[config.mk]
export PLATFORM = sky130hd
export DESIGN_NAME = cdc_clock_gate_ctrl
export DESIGN_NICKNAME = d
export VERILOG_FILES = /design/src/cdc_pkg.sv /design/src/cdc_request_collector.sv /design/src/cdc_holdoff_timer.sv /design/src/cdc_gate_fsm.sv /design/src/cdc_clock_gate_ctrl.sv
export VERILOG_INCLUDE_DIRS = /design/src /design/src/src
export SDC_FILE = /design/constraint.sdc
export NUM_CORES = 1
export LEC_CHECK = 0
export ABC_AREA = 1
export BUFFER_PORTS_ARGS = -buffer_cell sky130_fd_sc_hd__buf_2
export CAP_MARGIN = 10
export CORE_AREA = 3 3 86 80
export CTS_CLUSTER_DIAMETER = 120
export DETAILED_ROUTE_END_ITERATION = 7
export DIE_AREA = 0 0 89 83
export MAX_ROUTING_LAYER = met4
export PLACE_DENSITY = 0.65
export SLEW_MARGIN = 40
export SYNTH_ARGS = -nofsm -noshare
export SYNTH_HDL_FRONTEND = slang
export SYNTH_SLANG_ARGS = --single-unit
[constraint.sdc]
create_clock -name clock -period 2 [get_ports clock]
set_input_delay 0.4 -clock clock [delete_from_list [all_inputs] [get_ports clock]]
set_output_delay 0.4 -clock clock [all_outputs]
set_load 0.1 [all_outputs]
[src/cdc_cfg.svh]
// request count, holdoff exponent width and synchronizer depth defines
`ifndef CDC_CFG_SVH
`define CDC_CFG_SVH

// asynchronous clock request inputs
// one synchronizer chain each
`define CDC_AREQ 4

// holdoff fields are exponents
// a value of n means 2**n clocks
`define CDC_HOLDOFF_W 4

// flops per asynchronous request chain
// two is the usual metastability margin
`define CDC_SYNC_STAGES 2

// the holdoff counter needs 2**CDC_HOLDOFF_W - 1 bits
// to hold the largest span minus one
// so 4 bits of exponent give a 15 bit counter

// all three are design-wide
// change CDC_AREQ here if a domain needs more request lines

`endif

[src/cdc_pkg.sv]
// ISM and gate state enums, wake request, configuration and status structs
`include "cdc_cfg.svh"

package cdc_pkg;

    // ISM state codes as driven by fabric and agent
    // only ISM_IDLE counts as quiet
    typedef enum logic [2:0] {
        ISM_IDLE       = 3'd0,
        ISM_IDLE_REQ   = 3'd1,
        ISM_ACTIVE_REQ = 3'd2,
        ISM_ACTIVE     = 3'd3,
        ISM_CREDIT_REQ = 3'd4
    } ism_state_e;

    // gating machine states
    typedef enum logic [2:0] {
        GATE_OFF     = 3'd0,
        GATE_REQ     = 3'd1,
        GATE_ACTIVE  = 3'd2,
        GATE_HOLDOFF = 3'd3,
        GATE_GATED   = 3'd4,
        GATE_RELEASE = 3'd5
    } gate_state_e;

    // every wake source of the domain
    typedef struct packed {
        logic                  gclock_req_sync;
        // asynchronous, synchronized inside the collector
        logic [`CDC_AREQ-1:0]  gclock_req_async;
        ism_state_e            ism_fabric;
        ism_state_e            ism_agent;
        logic                  force_clks_on;
    } cdc_req_t;

    // static configuration, held by software
    typedef struct packed {
        // never gate the clock on idle
        logic                       clkgate_disabled;
        // never drop clkreq on idle
        logic                       clkreq_ctl_disabled;
        // idle to gate, 2**n clocks
        logic [`CDC_HOLDOFF_W-1:0]  clkgate_holdoff;
        // gate to clkreq low, 2**n clocks
        logic [`CDC_HOLDOFF_W-1:0]  clkreq_off_holdoff;
    } cdc_cfg_t;

    // observation port
    typedef struct packed {
        gate_state_e  state;
        logic         wake;
    } cdc_status_t;

endpackage

[src/cdc_request_collector.sv]
// wake source collector with asynchronous request synchronizers and ISM decode
`timescale 1ns/10ps
`include "cdc_cfg.svh"

module cdc_request_collector (
    input  logic              clock,
    input  logic              reset,
    input  cdc_pkg::cdc_req_t req,
    output logic              wake
);

    // synchronizer chains, index 0 is the first flop
    // each stage holds one bit per asynchronous request
    logic [`CDC_SYNC_STAGES-1:0][`CDC_AREQ-1:0] sync_q;

    // synchronized asynchronous requests
    logic [`CDC_AREQ-1:0] async_req;

    // per source activity
    logic async_any;
    logic fabric_busy;
    logic agent_busy;
    logic sync_any;

    // shift the raw bits in at stage 0
    // they reach the last stage CDC_SYNC_STAGES edges later
    always_ff @(posedge clock) begin
        if (reset) begin
            sync_q <= '0;
        end else begin
            sync_q <= {sync_q[`CDC_SYNC_STAGES-2:0], req.gclock_req_async};
        end
    end

    // last stage is the safe copy
    assign async_req = sync_q[`CDC_SYNC_STAGES-1];
    assign async_any = |async_req;

    // any ISM state but idle keeps the clock
    // credit and request states count as busy too
    assign fabric_busy = (req.ism_fabric != cdc_pkg::ISM_IDLE);
    assign agent_busy  = (req.ism_agent != cdc_pkg::ISM_IDLE);

    // synchronous sources go straight to wake
    // no delay on quiet detection
    assign sync_any = req.gclock_req_sync | req.force_clks_on;

    // one level for the gating machine
    // force counts as a wake source so the clock is kept running
    always_comb begin
        wake = 1'b0;
        if (sync_any) begin
            wake = 1'b1;
        end
        if (async_any) begin
            wake = 1'b1;
        end
        if (fabric_busy || agent_busy) begin
            wake = 1'b1;
        end
    end

    // ISM inputs are sampled in the domain clock already
    // only the asynchronous vector needs the chains above
    // a request pulse shorter than one clock may be missed
    // the request drivers hold their levels until the clock runs

endmodule

[src/cdc_holdoff_timer.sv]
// holdoff timer counting 2**exponent cycles with a sticky done flag
`timescale 1ns/10ps
`include "cdc_cfg.svh"

module cdc_holdoff_timer (
    input  logic                      clock,
    input  logic                      reset,
    input  logic                      start,
    input  logic                      clear,
    input  logic [`CDC_HOLDOFF_W-1:0] exponent,
    output logic                      done
);

    // wide enough for the largest span minus one
    localparam int CNT_W = (1 << `CDC_HOLDOFF_W) - 1;

    logic [CNT_W-1:0] count;
    logic             running;

    // load 2**exponent - 1, done lands 2**exponent edges after start
    // low exponent bits set, upper bits clear
    always_ff @(posedge clock) begin
        if (reset || clear) begin
            running <= 1'b0;
            done    <= 1'b0;
        end else if (start) begin
            running <= 1'b1;
            done    <= 1'b0;
        end else if (running && (count == '0)) begin
            // expiry, done holds until next start or clear
            running <= 1'b0;
            done    <= 1'b1;
        end
    end

    // count only moves while running
    always_ff @(posedge clock) begin
        if (start) begin
            count <= ~({CNT_W{1'b1}} << exponent);
        end else if (running && (count != '0)) begin
            count <= count - 1'b1;
        end
    end

endmodule

[src/cdc_gate_fsm.sv]
// clock gating FSM driving clkreq, clock enable, force ack and holdoff timer controls
`timescale 1ns/10ps

module cdc_gate_fsm (
    input  logic                 clock,
    input  logic                 reset,
    input  logic                 wake,
    input  logic                 clkack,
    input  logic                 gate_done,
    input  logic                 release_done,
    input  cdc_pkg::cdc_cfg_t    cfg,
    input  logic                 force_clks_on,
    output logic                 gate_start,
    output logic                 release_start,
    output logic                 timer_clear,
    output logic                 clkreq,
    output logic                 gclock_active,
    output logic                 force_clks_on_ack,
    output cdc_pkg::gate_state_e state
);

    cdc_pkg::gate_state_e next_state;

    // holdoff expiry qualified by the disable bits
    logic gate_ok;
    logic release_ok;

    assign gate_ok    = gate_done & ~cfg.clkgate_disabled;
    assign release_ok = release_done & ~cfg.clkreq_ctl_disabled;

    // next state
    always_comb begin
        next_state = state;
        case (state)
            cdc_pkg::GATE_OFF: begin
                // clkack must be low before a new request
                if (wake && !clkack) begin
                    next_state = cdc_pkg::GATE_REQ;
                end
            end
            cdc_pkg::GATE_REQ: begin
                if (clkack) begin
                    next_state = cdc_pkg::GATE_ACTIVE;
                end
            end
            cdc_pkg::GATE_ACTIVE: begin
                if (!wake) begin
                    next_state = cdc_pkg::GATE_HOLDOFF;
                end
            end
            cdc_pkg::GATE_HOLDOFF: begin
                // wake wins over a same cycle expiry
                if (wake) begin
                    next_state = cdc_pkg::GATE_ACTIVE;
                end else if (gate_ok) begin
                    next_state = cdc_pkg::GATE_GATED;
                end
            end
            cdc_pkg::GATE_GATED: begin
                // clkack still high here, clock comes back at once
                if (wake) begin
                    next_state = cdc_pkg::GATE_ACTIVE;
                end else if (release_ok) begin
                    next_state = cdc_pkg::GATE_RELEASE;
                end
            end
            cdc_pkg::GATE_RELEASE: begin
                // source must drop clkack before the next request
                if (!clkack) begin
                    next_state = cdc_pkg::GATE_OFF;
                end
            end
            default: begin
                next_state = cdc_pkg::GATE_OFF;
            end
        endcase
    end

    // timer controls, one cycle pulses on the transitions
    // gate timer starts on the first quiet cycle of ACTIVE
    assign gate_start = (state == cdc_pkg::GATE_ACTIVE) & ~wake;

    // release timer starts with the move into GATED
    assign release_start = (state == cdc_pkg::GATE_HOLDOFF) & ~wake & gate_ok;

    // wake during either holdoff abandons both counts
    assign timer_clear = wake & ((state == cdc_pkg::GATE_HOLDOFF) |
                                 (state == cdc_pkg::GATE_GATED));

    // state and registered outputs
    // outputs follow next_state so they change with the state
    always_ff @(posedge clock) begin
        if (reset) begin
            state             <= cdc_pkg::GATE_OFF;
            clkreq            <= 1'b0;
            gclock_active     <= 1'b0;
            force_clks_on_ack <= 1'b0;
        end else begin
            state <= next_state;
            // clkreq high from REQ through GATED
            clkreq <= (next_state == cdc_pkg::GATE_REQ) |
                      (next_state == cdc_pkg::GATE_ACTIVE) |
                      (next_state == cdc_pkg::GATE_HOLDOFF) |
                      (next_state == cdc_pkg::GATE_GATED);
            // clock enabled while acknowledged and not gated
            gclock_active <= (next_state == cdc_pkg::GATE_ACTIVE) |
                             (next_state == cdc_pkg::GATE_HOLDOFF);
            // force keeps wake high, so the clock stays on under it
            // ack drops one cycle after force does
            force_clks_on_ack <= force_clks_on & gclock_active;
        end
    end

endmodule

[src/cdc_clock_gate_ctrl.sv]
// clock gating controller top with collector, two holdoff timers and gate FSM
`timescale 1ns/10ps

module cdc_clock_gate_ctrl (
    input  logic                 clock,
    input  logic                 reset,
    input  cdc_pkg::cdc_req_t    req,
    input  cdc_pkg::cdc_cfg_t    cfg,
    input  logic                 clkack,
    output logic                 clkreq,
    output logic                 gclock_active,
    output logic                 force_clks_on_ack,
    output cdc_pkg::cdc_status_t status
);

    logic                 wake;
    logic                 gate_start;
    logic                 release_start;
    logic                 timer_clear;
    logic                 gate_done;
    logic                 release_done;
    cdc_pkg::gate_state_e state;

    // all wake sources down to one level
    cdc_request_collector collector_i (
        .clock (clock),
        .reset (reset),
        .req   (req),
        .wake  (wake)
    );

    // idle to clock gate holdoff
    cdc_holdoff_timer gate_timer_i (
        .clock    (clock),
        .reset    (reset),
        .start    (gate_start),
        .clear    (timer_clear),
        .exponent (cfg.clkgate_holdoff),
        .done     (gate_done)
    );

    // clock gate to clkreq low holdoff
    cdc_holdoff_timer release_timer_i (
        .clock    (clock),
        .reset    (reset),
        .start    (release_start),
        .clear    (timer_clear),
        .exponent (cfg.clkreq_off_holdoff),
        .done     (release_done)
    );

    cdc_gate_fsm fsm_i (
        .clock             (clock),
        .reset             (reset),
        .wake              (wake),
        .clkack            (clkack),
        .gate_done         (gate_done),
        .release_done      (release_done),
        .cfg               (cfg),
        .force_clks_on     (req.force_clks_on),
        .gate_start        (gate_start),
        .release_start     (release_start),
        .timer_clear       (timer_clear),
        .clkreq            (clkreq),
        .gclock_active     (gclock_active),
        .force_clks_on_ack (force_clks_on_ack),
        .state             (state)
    );

    // wake here is the combinational level, no extra delay
    assign status = '{state: state, wake: wake};

endmodule

Word-level counts from Yosys, hierarchy flattened. Index checks and enable logic that the tools add are counted.

Flip-flop bits (word level): 48. Input bits: 25. Word-level logic and storage cells: 85.

$add $sub $neg: 2. Eq/ne operators: 9. Shift operators: 2. Muxes and demuxes: 20. Bitwise logic cells: 18. Reduce and logical (&&, ||, !) cells: 22.

Operator list (count): 15-bit two-way mux (4); 15-bit zero test (2); 15-bit inverter (2); 15-bit nonzero test (2); 15-bit by 4-bit left shift with 15-bit output, first input constant (2); 15-bit by 1-bit subtractor with 15-bit output, second input constant (2); 3-bit two-way mux (8); 3-bit case mux with 6 select lines (1); 3-bit by 2-bit == test with 1-bit output, second input constant (4); 3-bit == test, second input constant (3); 2-bit nonzero test (4); 1-bit AND (7); 1-bit two-way mux (7); 3-bit by 1-bit == test with 1-bit output, second input constant (2); 1-bit OR (6); 3-bit nonzero test (2); 1-bit logical AND (5); 2-bit OR reduction (2); 4-bit OR reduction (1); 3-bit zero test (1); 1-bit inverter (3); 1-bit logical OR (2); 1-bit zero test (1).

Depth between registers and ports, before layout. Gate-level depths: netlist of the first run.

Depth after elaboration: 11. Mapped depth: 10.

By module. Synthesis of the first run repeated with hierarchy kept, for this count alone.

Cells, all modules: 430. Area, all modules: 3016.6 µm².

By module, submodules not included: cdc_holdoff_timer (times used 2, cells an instance 165, area an instance 1177.4 µm², sequential area each 490.5 µm²); cdc_gate_fsm (times used 1, cells an instance 61, area an instance 377.9 µm², sequential area each 120.1 µm²); cdc_request_collector (times used 1, cells an instance 38, area an instance 276.5 µm², sequential area each 160.2 µm²); cdc_clock_gate_ctrl (times used 1, cells an instance 1, area an instance 7.5 µm², sequential area each 0.0 µm²).

Worst setup path before layout of the first run. OpenSTA, ideal clock, no wires.

Path type: register -> register. From: reg fsm_i.state[0]. To: reg release_timer_i.count[0] (enable). Library setup time: 0.366 ns. Arrival time: 2.341 ns. Data required time: 1.634 ns. Slack: -0.707 ns. Stages on the path, launching flop included: 7. Period minus slack after synthesis: 2.707 ns. Path through: dfxtp_1 > clkbuf_2 > nand3_1 > nor3_4 > inv_2 > buf_6 > nand2_1.

Cells in the longest elaborated chain, start to end: 4.

Ends and longest elaborated chain: from (decl) (line cdc_gate_fsm.sv:19) `output cdc_pkg::gate_state_e state`; from (signal assigned) (line cdc_gate_fsm.sv:94) `state <= cdc_pkg::GATE_OFF;`; from (signal assigned) (line cdc_gate_fsm.sv:99) `state <= next_state;`; 3-bit by 2-bit == test with 1-bit output (line cdc_gate_fsm.sv:84) `assign release_start = (state == cdc_pkg::GATE_HOLDOFF) & ~wake & gate_ok;`; 1-bit AND (2 in series) (line cdc_gate_fsm.sv:84); 2-bit nonzero test (no source line); to (signal assigned) (line cdc_holdoff_timer.sv:39) `count <= ~({CNT_W{1'b1}} << exponent);`; to (signal assigned) (line cdc_holdoff_timer.sv:41) `count <= count - 1'b1;`; to (decl) (line cdc_holdoff_timer.sv:17) `logic [CNT_W-1:0] count;`.

No other way between the ends. A chain may end at the register's enable or synchronous reset.

Final worst setup path of the first run.
From: reg gate_timer_i.count[0]. To: reg gate_timer_i.count[12], data pin.

Cells in the longest elaborated chain, start to end: 3.

Ends and longest elaborated chain: from (decl) (line cdc_holdoff_timer.sv:17); from (signal assigned) (line cdc_holdoff_timer.sv:39); from (signal assigned) (line cdc_holdoff_timer.sv:41); 15-bit by 1-bit subtractor with 15-bit output (line cdc_holdoff_timer.sv:41); 15-bit two-way mux (line cdc_holdoff_timer.sv:40) `end else if (running && (count != '0)) begin`; 15-bit two-way mux (line cdc_holdoff_timer.sv:38) `if (start) begin`.

No other way between the ends. The select of a mux whose other input is x is not followed.

==> metrics.txt, run 1 <==
I/O Pins=32; initial DRC count=182; drt pass-1 iters=4; PortBufs=31; Post-Synthesis Cells=337; HP Class=in -> reg; final WL=5650 um; Final setup viols=0; Avg Vias per Cell=5.075; Avg Inst Size Synth=7.997 sq um; post-layout util=around 51%; Final min period=1.783 ns; area share of the largest cell type after synthesis=between 30% and 40%; Synth cell types=41; Pwr Density=582.5 nW/um^2; Syn Nets=roughly 360; Detail Route Antenna Nets=0; GP Congestion=roughly 0.87; final instance area=3110 sq um; CTS Hold Buffers Added=0; first-pass GRT wire length=9577 um; synth top area cells=edfxtp_1 (33%), dfxtp_1 (13%), nand2_1 (9.6%); Layout area overhead=15.41%; depth of the CTS H-tree=2; Max clock buf depth=2; setup bufs post-CTS=0; Post-DP Area=roughly 3000 sq um; GR Overflow Total=0; class of the most critical setup path=reg -> reg; CP required=between 2 and 2.5 ns; fmax=560.8 MHz; outcome=finished clean; gr usage total=about 17%; relative slew slack=~68%; CTS sink count=48; Worst VDD drop=403.1 uV; Post-Synth XOR/XNOR Area=5.200%; FILL cells=565; worst-case hold slack=0.2934 ns; core area=6047 sq um; DR WL/cell=12.53 um; total CTS buffers=5; vias in the first global route=2075; period utilization=around nine tenths; register area share after synthesis=46.80%; arrival time worst endpoint=~1.8 ns; CTS tree=yes; hpwl dp=4237 um; post-synthesis mux area share=0%; number of antenna diodes=0; Die X=~90 um; Initial Utilization=44.57%; largest family of logic cells by synthesized area=simple AND/OR/NAND/NOR gates; max-slew violation count=0; final net count=405; warnings from Yosys=0; simple-gate share of the synthesized area=between 20% and 30%; final hold viol count=0; max_cap viols=0; Final WS setup=0.2168 ns; crit start category=register; Worst-Skew Late Latency=~0.31 ns; antenna violations before repair=0; Seq cells post-synth=48; worst slack, placed=0.09432 ns; die height=83 um; Final Skew=0.01510 ns; CP Capture Type=register; Total Neg Setup Slack=0 ns; share of layout cells above drive strength 1=17.68%; RSZ-0062 raised after global routing=false; die area=between 7000 and 8000 sq um; synthesized cell area=2695 sq um; clk slew on worst S/H paths=0.10 ns; Worst-Margin Slew=0.4821 ns; Compound-Gate Fraction of Synth Area=10.68%; largest net degree at the start of global routing=17; Core Rows=27; post-cts repair resize count=0; crit-path max FO=3; Synth Area in Adders=0.9285%; Root Buffer=clkbuf_8; Leakage=1.355 nW; # DRC=0; via count=around 2300; post-synth top area cell=edfxtp_1
-- per-stage QoR --
step / std cells / power [mW]
3_5_place_dp: 443 / 1.224
4_1_cts: 451 / 1.829
3_3_place_gp: 443 / 1.224
2_1_floorplan: 337 / 1.175
5_1_grt: 451 / 1.877
6_report: 451 / 1.812
-- cell usage after synthesis --
cell / number
or2_2: 3
xor2_1: 9
or2_0: 1
o21ai_2: 1
clkbuf_1: 1
nor3_1: 9
edfxtp_1: 30
o21ai_1: 7
o31ai_1: 3
buf_1: 2
a32oi_1: 2
nand3b_1: 1
nand2_4: 1
and2_0: 1
nand3_1: 22
ha_1: 2
o21ai_0: 18
buf_4: 1
a21oi_1: 6
nand2_1: 69
a22oi_1: 2
nor2_8: 1
nor2_4: 1
nor2_1: 55
a2bb2oi_1: 3
buf_6: 2
clkbuf_2: 1
xnor2_1: 7
o22ai_1: 3
o21a_1: 1
nor3b_1: 1
a21oi_2: 1
dfxtp_1: 18
inv_1: 39
buf_2: 1
nand4_1: 5
a211oi_1: 1
nor4_1: 1
nor2_2: 2
inv_2: 2
nor3_4: 1
-- power breakdown --
| part | leakage [nW] | switching, mW | internal [mW] |
|---|---|---|---|
| Combinational | 0.887 | 0.103 | 0.0401 |
| Clock | 0.0484 | 0.327 | 0.284 |
| Sequential | 0.419 | 0.00827 | 1.05 |
-- final timing paths --
kind,from,end,slack (ns),depth (start not counted)
worst max-delay path,gate_timer_i.count[0]$_DFFE_PP_,gate_timer_i.count[12]$_DFFE_PP_,0.22,10
worst min-delay path,req[10],collector_i.sync_q[3]$_SDFF_PP0_,0.29,3
worst max register to register,gate_timer_i.count[0]$_DFFE_PP_,gate_timer_i.count[12]$_DFFE_PP_,0.22,10
worst min register to register,collector_i.sync_q[2]$_SDFF_PP0_,collector_i.async_req[2]$_SDFF_PP0_,0.41,2
-- placed cells by master (no fill, tap or decap), drive strengths merged --
cell type,count
xor2,9
ha,2
a2bb2oi,3
xnor2,7
nor4,1
dfxtp,18
and2,1
o22ai,3
a32oi,2
or2,4
edfxtp,30
nor3,10
nand3b,1
o31ai,3
nand2,70
clkbuf,7
buf,42
a21oi,7
a211oi,1
nand4,5
o21ai,26
nand3,22
a22oi,2
o21a,1
nor3b,1
clkinv,1
inv,41
nor2,59
-- logic make-up (layout without fill, tap and decap cells) --
logic type	Yosys count	in the layout
AO/OA/AOI/OAI	48	48
AND/OR/NAND/NOR	174	174
XOR/XNOR	16	16
flip-flops	48	48
adder cells (fa/ha/maj)	2	2
buffers and inverters	49	91
-- worst max-delay path, cell delays in order, from the launching register on --
cell and delay [ns]:
edfxtp_1 0.41, inv_1 0.11, ha_1 0.21, nand2_1 0.11, nor2_2 0.18, nand2_1 0.10
inv_1 0.08, nand2_1 0.06, xor2_1 0.14, nand2_1 0.06, o21ai_0 0.09
-- state kept, by name, summed over array words and instances, names as in the netlist, 3 cells and up --
| signal | cells |
|---|---|
| gate_timer_i.count | 15 |
| release_timer_i.count | 15 |
| collector_i.async_req | 4 |
| collector_i.sync_q | 4 |
| fsm_i.state | 3 |
-- metal layers --
layer  routed length, um  vias to the layer above  track usage (%)
met5                   0                        -                -
met4                  61                        0            3.654
met3                 301                        7            3.175
met2                2537                       54            24.36
met1                2750                     1030            23.84
li1                    -                     1198                -
-- area by class of cell --
cell class / instances / area [sq um] / share of cell area, %
tap: 72 / 90.09 / 2.896
clock buffer: 7 / 86.33 / 2.776
timing repair buffer: 42 / 265.3 / 8.528
clock inverter: 1 / 8.758 / 0.2816
inverter: 41 / 153.9 / 4.948
multi-input combinational: 240 / 1234 / 39.66
sequential: 48 / 1272 / 40.91
(Power assumes the default switching activity.)
==> run 2: changes to the inputs <==
--- a/config.mk
+++ b/config.mk
@@ -9,10 +9,10 @@
 export ABC_AREA = 1
 export BUFFER_PORTS_ARGS = -buffer_cell sky130_fd_sc_hd__buf_2
 export CAP_MARGIN = 10
-export CORE_AREA = 3 3 86 80
+export CORE_AREA = 2 2 85 79
 export CTS_CLUSTER_DIAMETER = 120
 export DETAILED_ROUTE_END_ITERATION = 7
-export DIE_AREA = 0 0 89 83
+export DIE_AREA = 0 0 87 81
 export MAX_ROUTING_LAYER = met4
 export PLACE_DENSITY = 0.65
 export SLEW_MARGIN = 40
==> metrics.txt, run 2 (synthesis gave the netlist of run 1 again) <==
outcome=finished clean; final hold viol count=0 (unchanged); Worst-Margin Slew=0.4874 ns (+0.005360 ns); Final setup viols=0 (unchanged); Core Rows=28 (+3.7%); number of antenna diodes=0 (unchanged); setup bufs post-CTS=0 (unchanged); drt pass-1 iters=4 (unchanged); Leakage=1.365 nW (+0.72%); leading cell types in the layout, fill and taps excluded=nand2_1 (68), nor2_1 (54), inv_1 (39); class of the most critical setup path=reg -> reg; Initial Utilization=42.98% (-1.6 points); depth of the CTS H-tree=2 (unchanged); GP Congestion=0.9032 (+4.0%); initial DRC count=103 (-43%); CTS Hold Buffers Added=0 (unchanged); total CTS buffers=5 (unchanged); Worst VDD drop=328.9 uV (-18%); Crit path top cell by count=nand2_1; Layout area overhead=16.11%; Root Buffer=clkbuf_8; final net count=405 (unchanged); CP required=2.07 ns (+0.02 ns); I/O Pins=32 (unchanged); RSZ-0062 raised after global routing=false; worst path cell trace=nor2_1, nand2_1, nor2_1, nand2_1, nor2_1, nand2_1, xnor2_1, nand2_1, nand2_1; Largest stage delay, worst path=0.43 ns (+0.02 ns); worst slack, placed=0.04852 ns (-0.04579 ns); FILL cells=586 (+3.7%); relative slew slack=67.73% (+0.16 points); Max clock buf depth=2 (unchanged); Detail Route Antenna Nets=0 (unchanged); Buffers & Inverters on Critical Path=0 (-2); Avg Vias per Cell=4.974 (-2.0%); crit start category=register; largest net degree at the start of global routing=16 (-1); final WL=5588 um (-1.1%); HP Class=in -> reg; Final Skew=0.01309 ns (-0.002016 ns); CTS tree=yes; post-cts repair resize count=0 (unchanged); share of layout cells above drive strength 1=17.68% (unchanged); max_cap viols=0 (unchanged); via count=2258 (-1.4%); Pwr Density=619.8 nW/um^2 (+6.4%); family with the most delay on the worst path=simple AND/OR/NAND/NOR gates; core area=6271 sq um (+3.7%); max-slew violation count=0 (unchanged); hpwl dp=4191 um (-1.1%); leading cell type in the layout, fill and taps excluded=nand2_1; PortBufs=31 (unchanged); Worst-Skew Late Latency=0.31 ns (about the same); first-pass GRT wire length=9321 um (-2.7%); gr usage total=17.46% (+0.86 points); die height=81 um (-2.4%); die area=7047 sq um (-4.6%); vias in the first global route=2036 (-1.9%); CP Capture Type=register; CTS sink count=48 (unchanged); arrival time worst endpoint=1.85 ns (+0.02 ns); Final WS setup=0.2292 ns (+0.01233 ns); Die X=87 um (-2.2%); crit-path max FO=4 (+1); final instance area=3129 sq um (+0.60%); period utilization=88.54% (-0.62 points); Final Non-Filler Cells=454 (+0.67%); Post-Place Cells=446 (+0.68%); post-layout util=49.90% (-1.5 points); Final min period=1.771 ns (-0.01233 ns); # DRC=0 (unchanged); Post-DP Area=3004 sq um (-0.29%); Largest regs=gate_timer_i.count x15, release_timer_i.count x15; CP max stage cell=edfxtp_1; antenna violations before repair=0 (unchanged); Total Neg Setup Slack=0 ns (unchanged); GR Overflow Total=0 (unchanged); fmax=564.7 MHz (+0.70%); clk slew on worst S/H paths=0.10 ns (about the same); DR WL/cell=12.31 um (-1.8%)
-- run 2: report_power, final --
part | switching [mW] | internal (mW) | leakage (nW) | total [mW]
logic | 0.104 | 0.0401 | 0.884 | 0.145
clock network | 0.338 | 0.399 | 0.0618 | 0.737
registers | 0.00797 | 1.05 | 0.419 | 1.06
-- run 2: cell type report --
| type | instances | area, sq um | area share [%] |
|---|---|---|---|
| flip-flops and latches | 48 | 1272 | 40.66 |
| multi-input cells | 240 | 1234 | 39.42 |
| repair buffers | 42 | 252.7 | 8.077 |
| inverters | 41 | 153.9 | 4.918 |
| clock buffers | 8 | 122.6 | 3.918 |
| well taps | 75 | 93.84 | 2.999 |
-- run 2: worst register-to-register path, cell delays in order, from the launching register on --
cell and delay (ns):
edfxtp_1 0.43, nor2_1 0.14, nand2_1 0.12, nor2_1 0.13, nand2_1 0.10, nor2_1 0.24
nand2_1 0.12, xnor2_1 0.14, nand2_1 0.06, nand2_1 0.05
-- run 2: path summary, 6_finish.rpt --
| check | start | cells past startpoint | endpoint | slack [ns] |
|---|---|---|---|---|
| hold reg to reg | collector_i.sync_q[2]$_SDFF_PP0_ | 2 | collector_i.async_req[2]$_SDFF_PP0_ | 0.40 |
| setup reg to reg | gate_timer_i.count[2]$_DFFE_PP_ | 9 | gate_timer_i.count[11]$_DFFE_PP_ | 0.23 |
| setup / recovery | gate_timer_i.count[2]$_DFFE_PP_ | 9 | gate_timer_i.count[11]$_DFFE_PP_ | 0.23 |
| hold / removal | req[10] | 3 | collector_i.sync_q[3]$_SDFF_PP0_ | 0.29 |
-- run 2: routing by layer --
| layer | part of all wire (%) | track usage [%] | vias to the layer above |
|---|---|---|---|
| met3 | 3.1 | 3.862 | 7 |
| met4 | 1.4 | 5.469 | 0 |
| met2 | 45 | 26.18 | 37 |
| met5 | 0 | - | - |
| met1 | 50 | 23.57 | 1020 |
| li1 | - | - | 1194 |
-- run 2: through the flow --
| step | hold slack [ns] | power (mW) |
|---|---|---|
| 5_1_grt | 0.2881 | 2.005 |
| 6_report | 0.2921 | 1.940 |
| 3_5_place_dp | 0.3920 | 1.224 |
| 4_1_cts | 0.2836 | 1.957 |
| 2_1_floorplan | 0.3883 | 1.175 |
| 3_3_place_gp | 0.3917 | 1.224 |
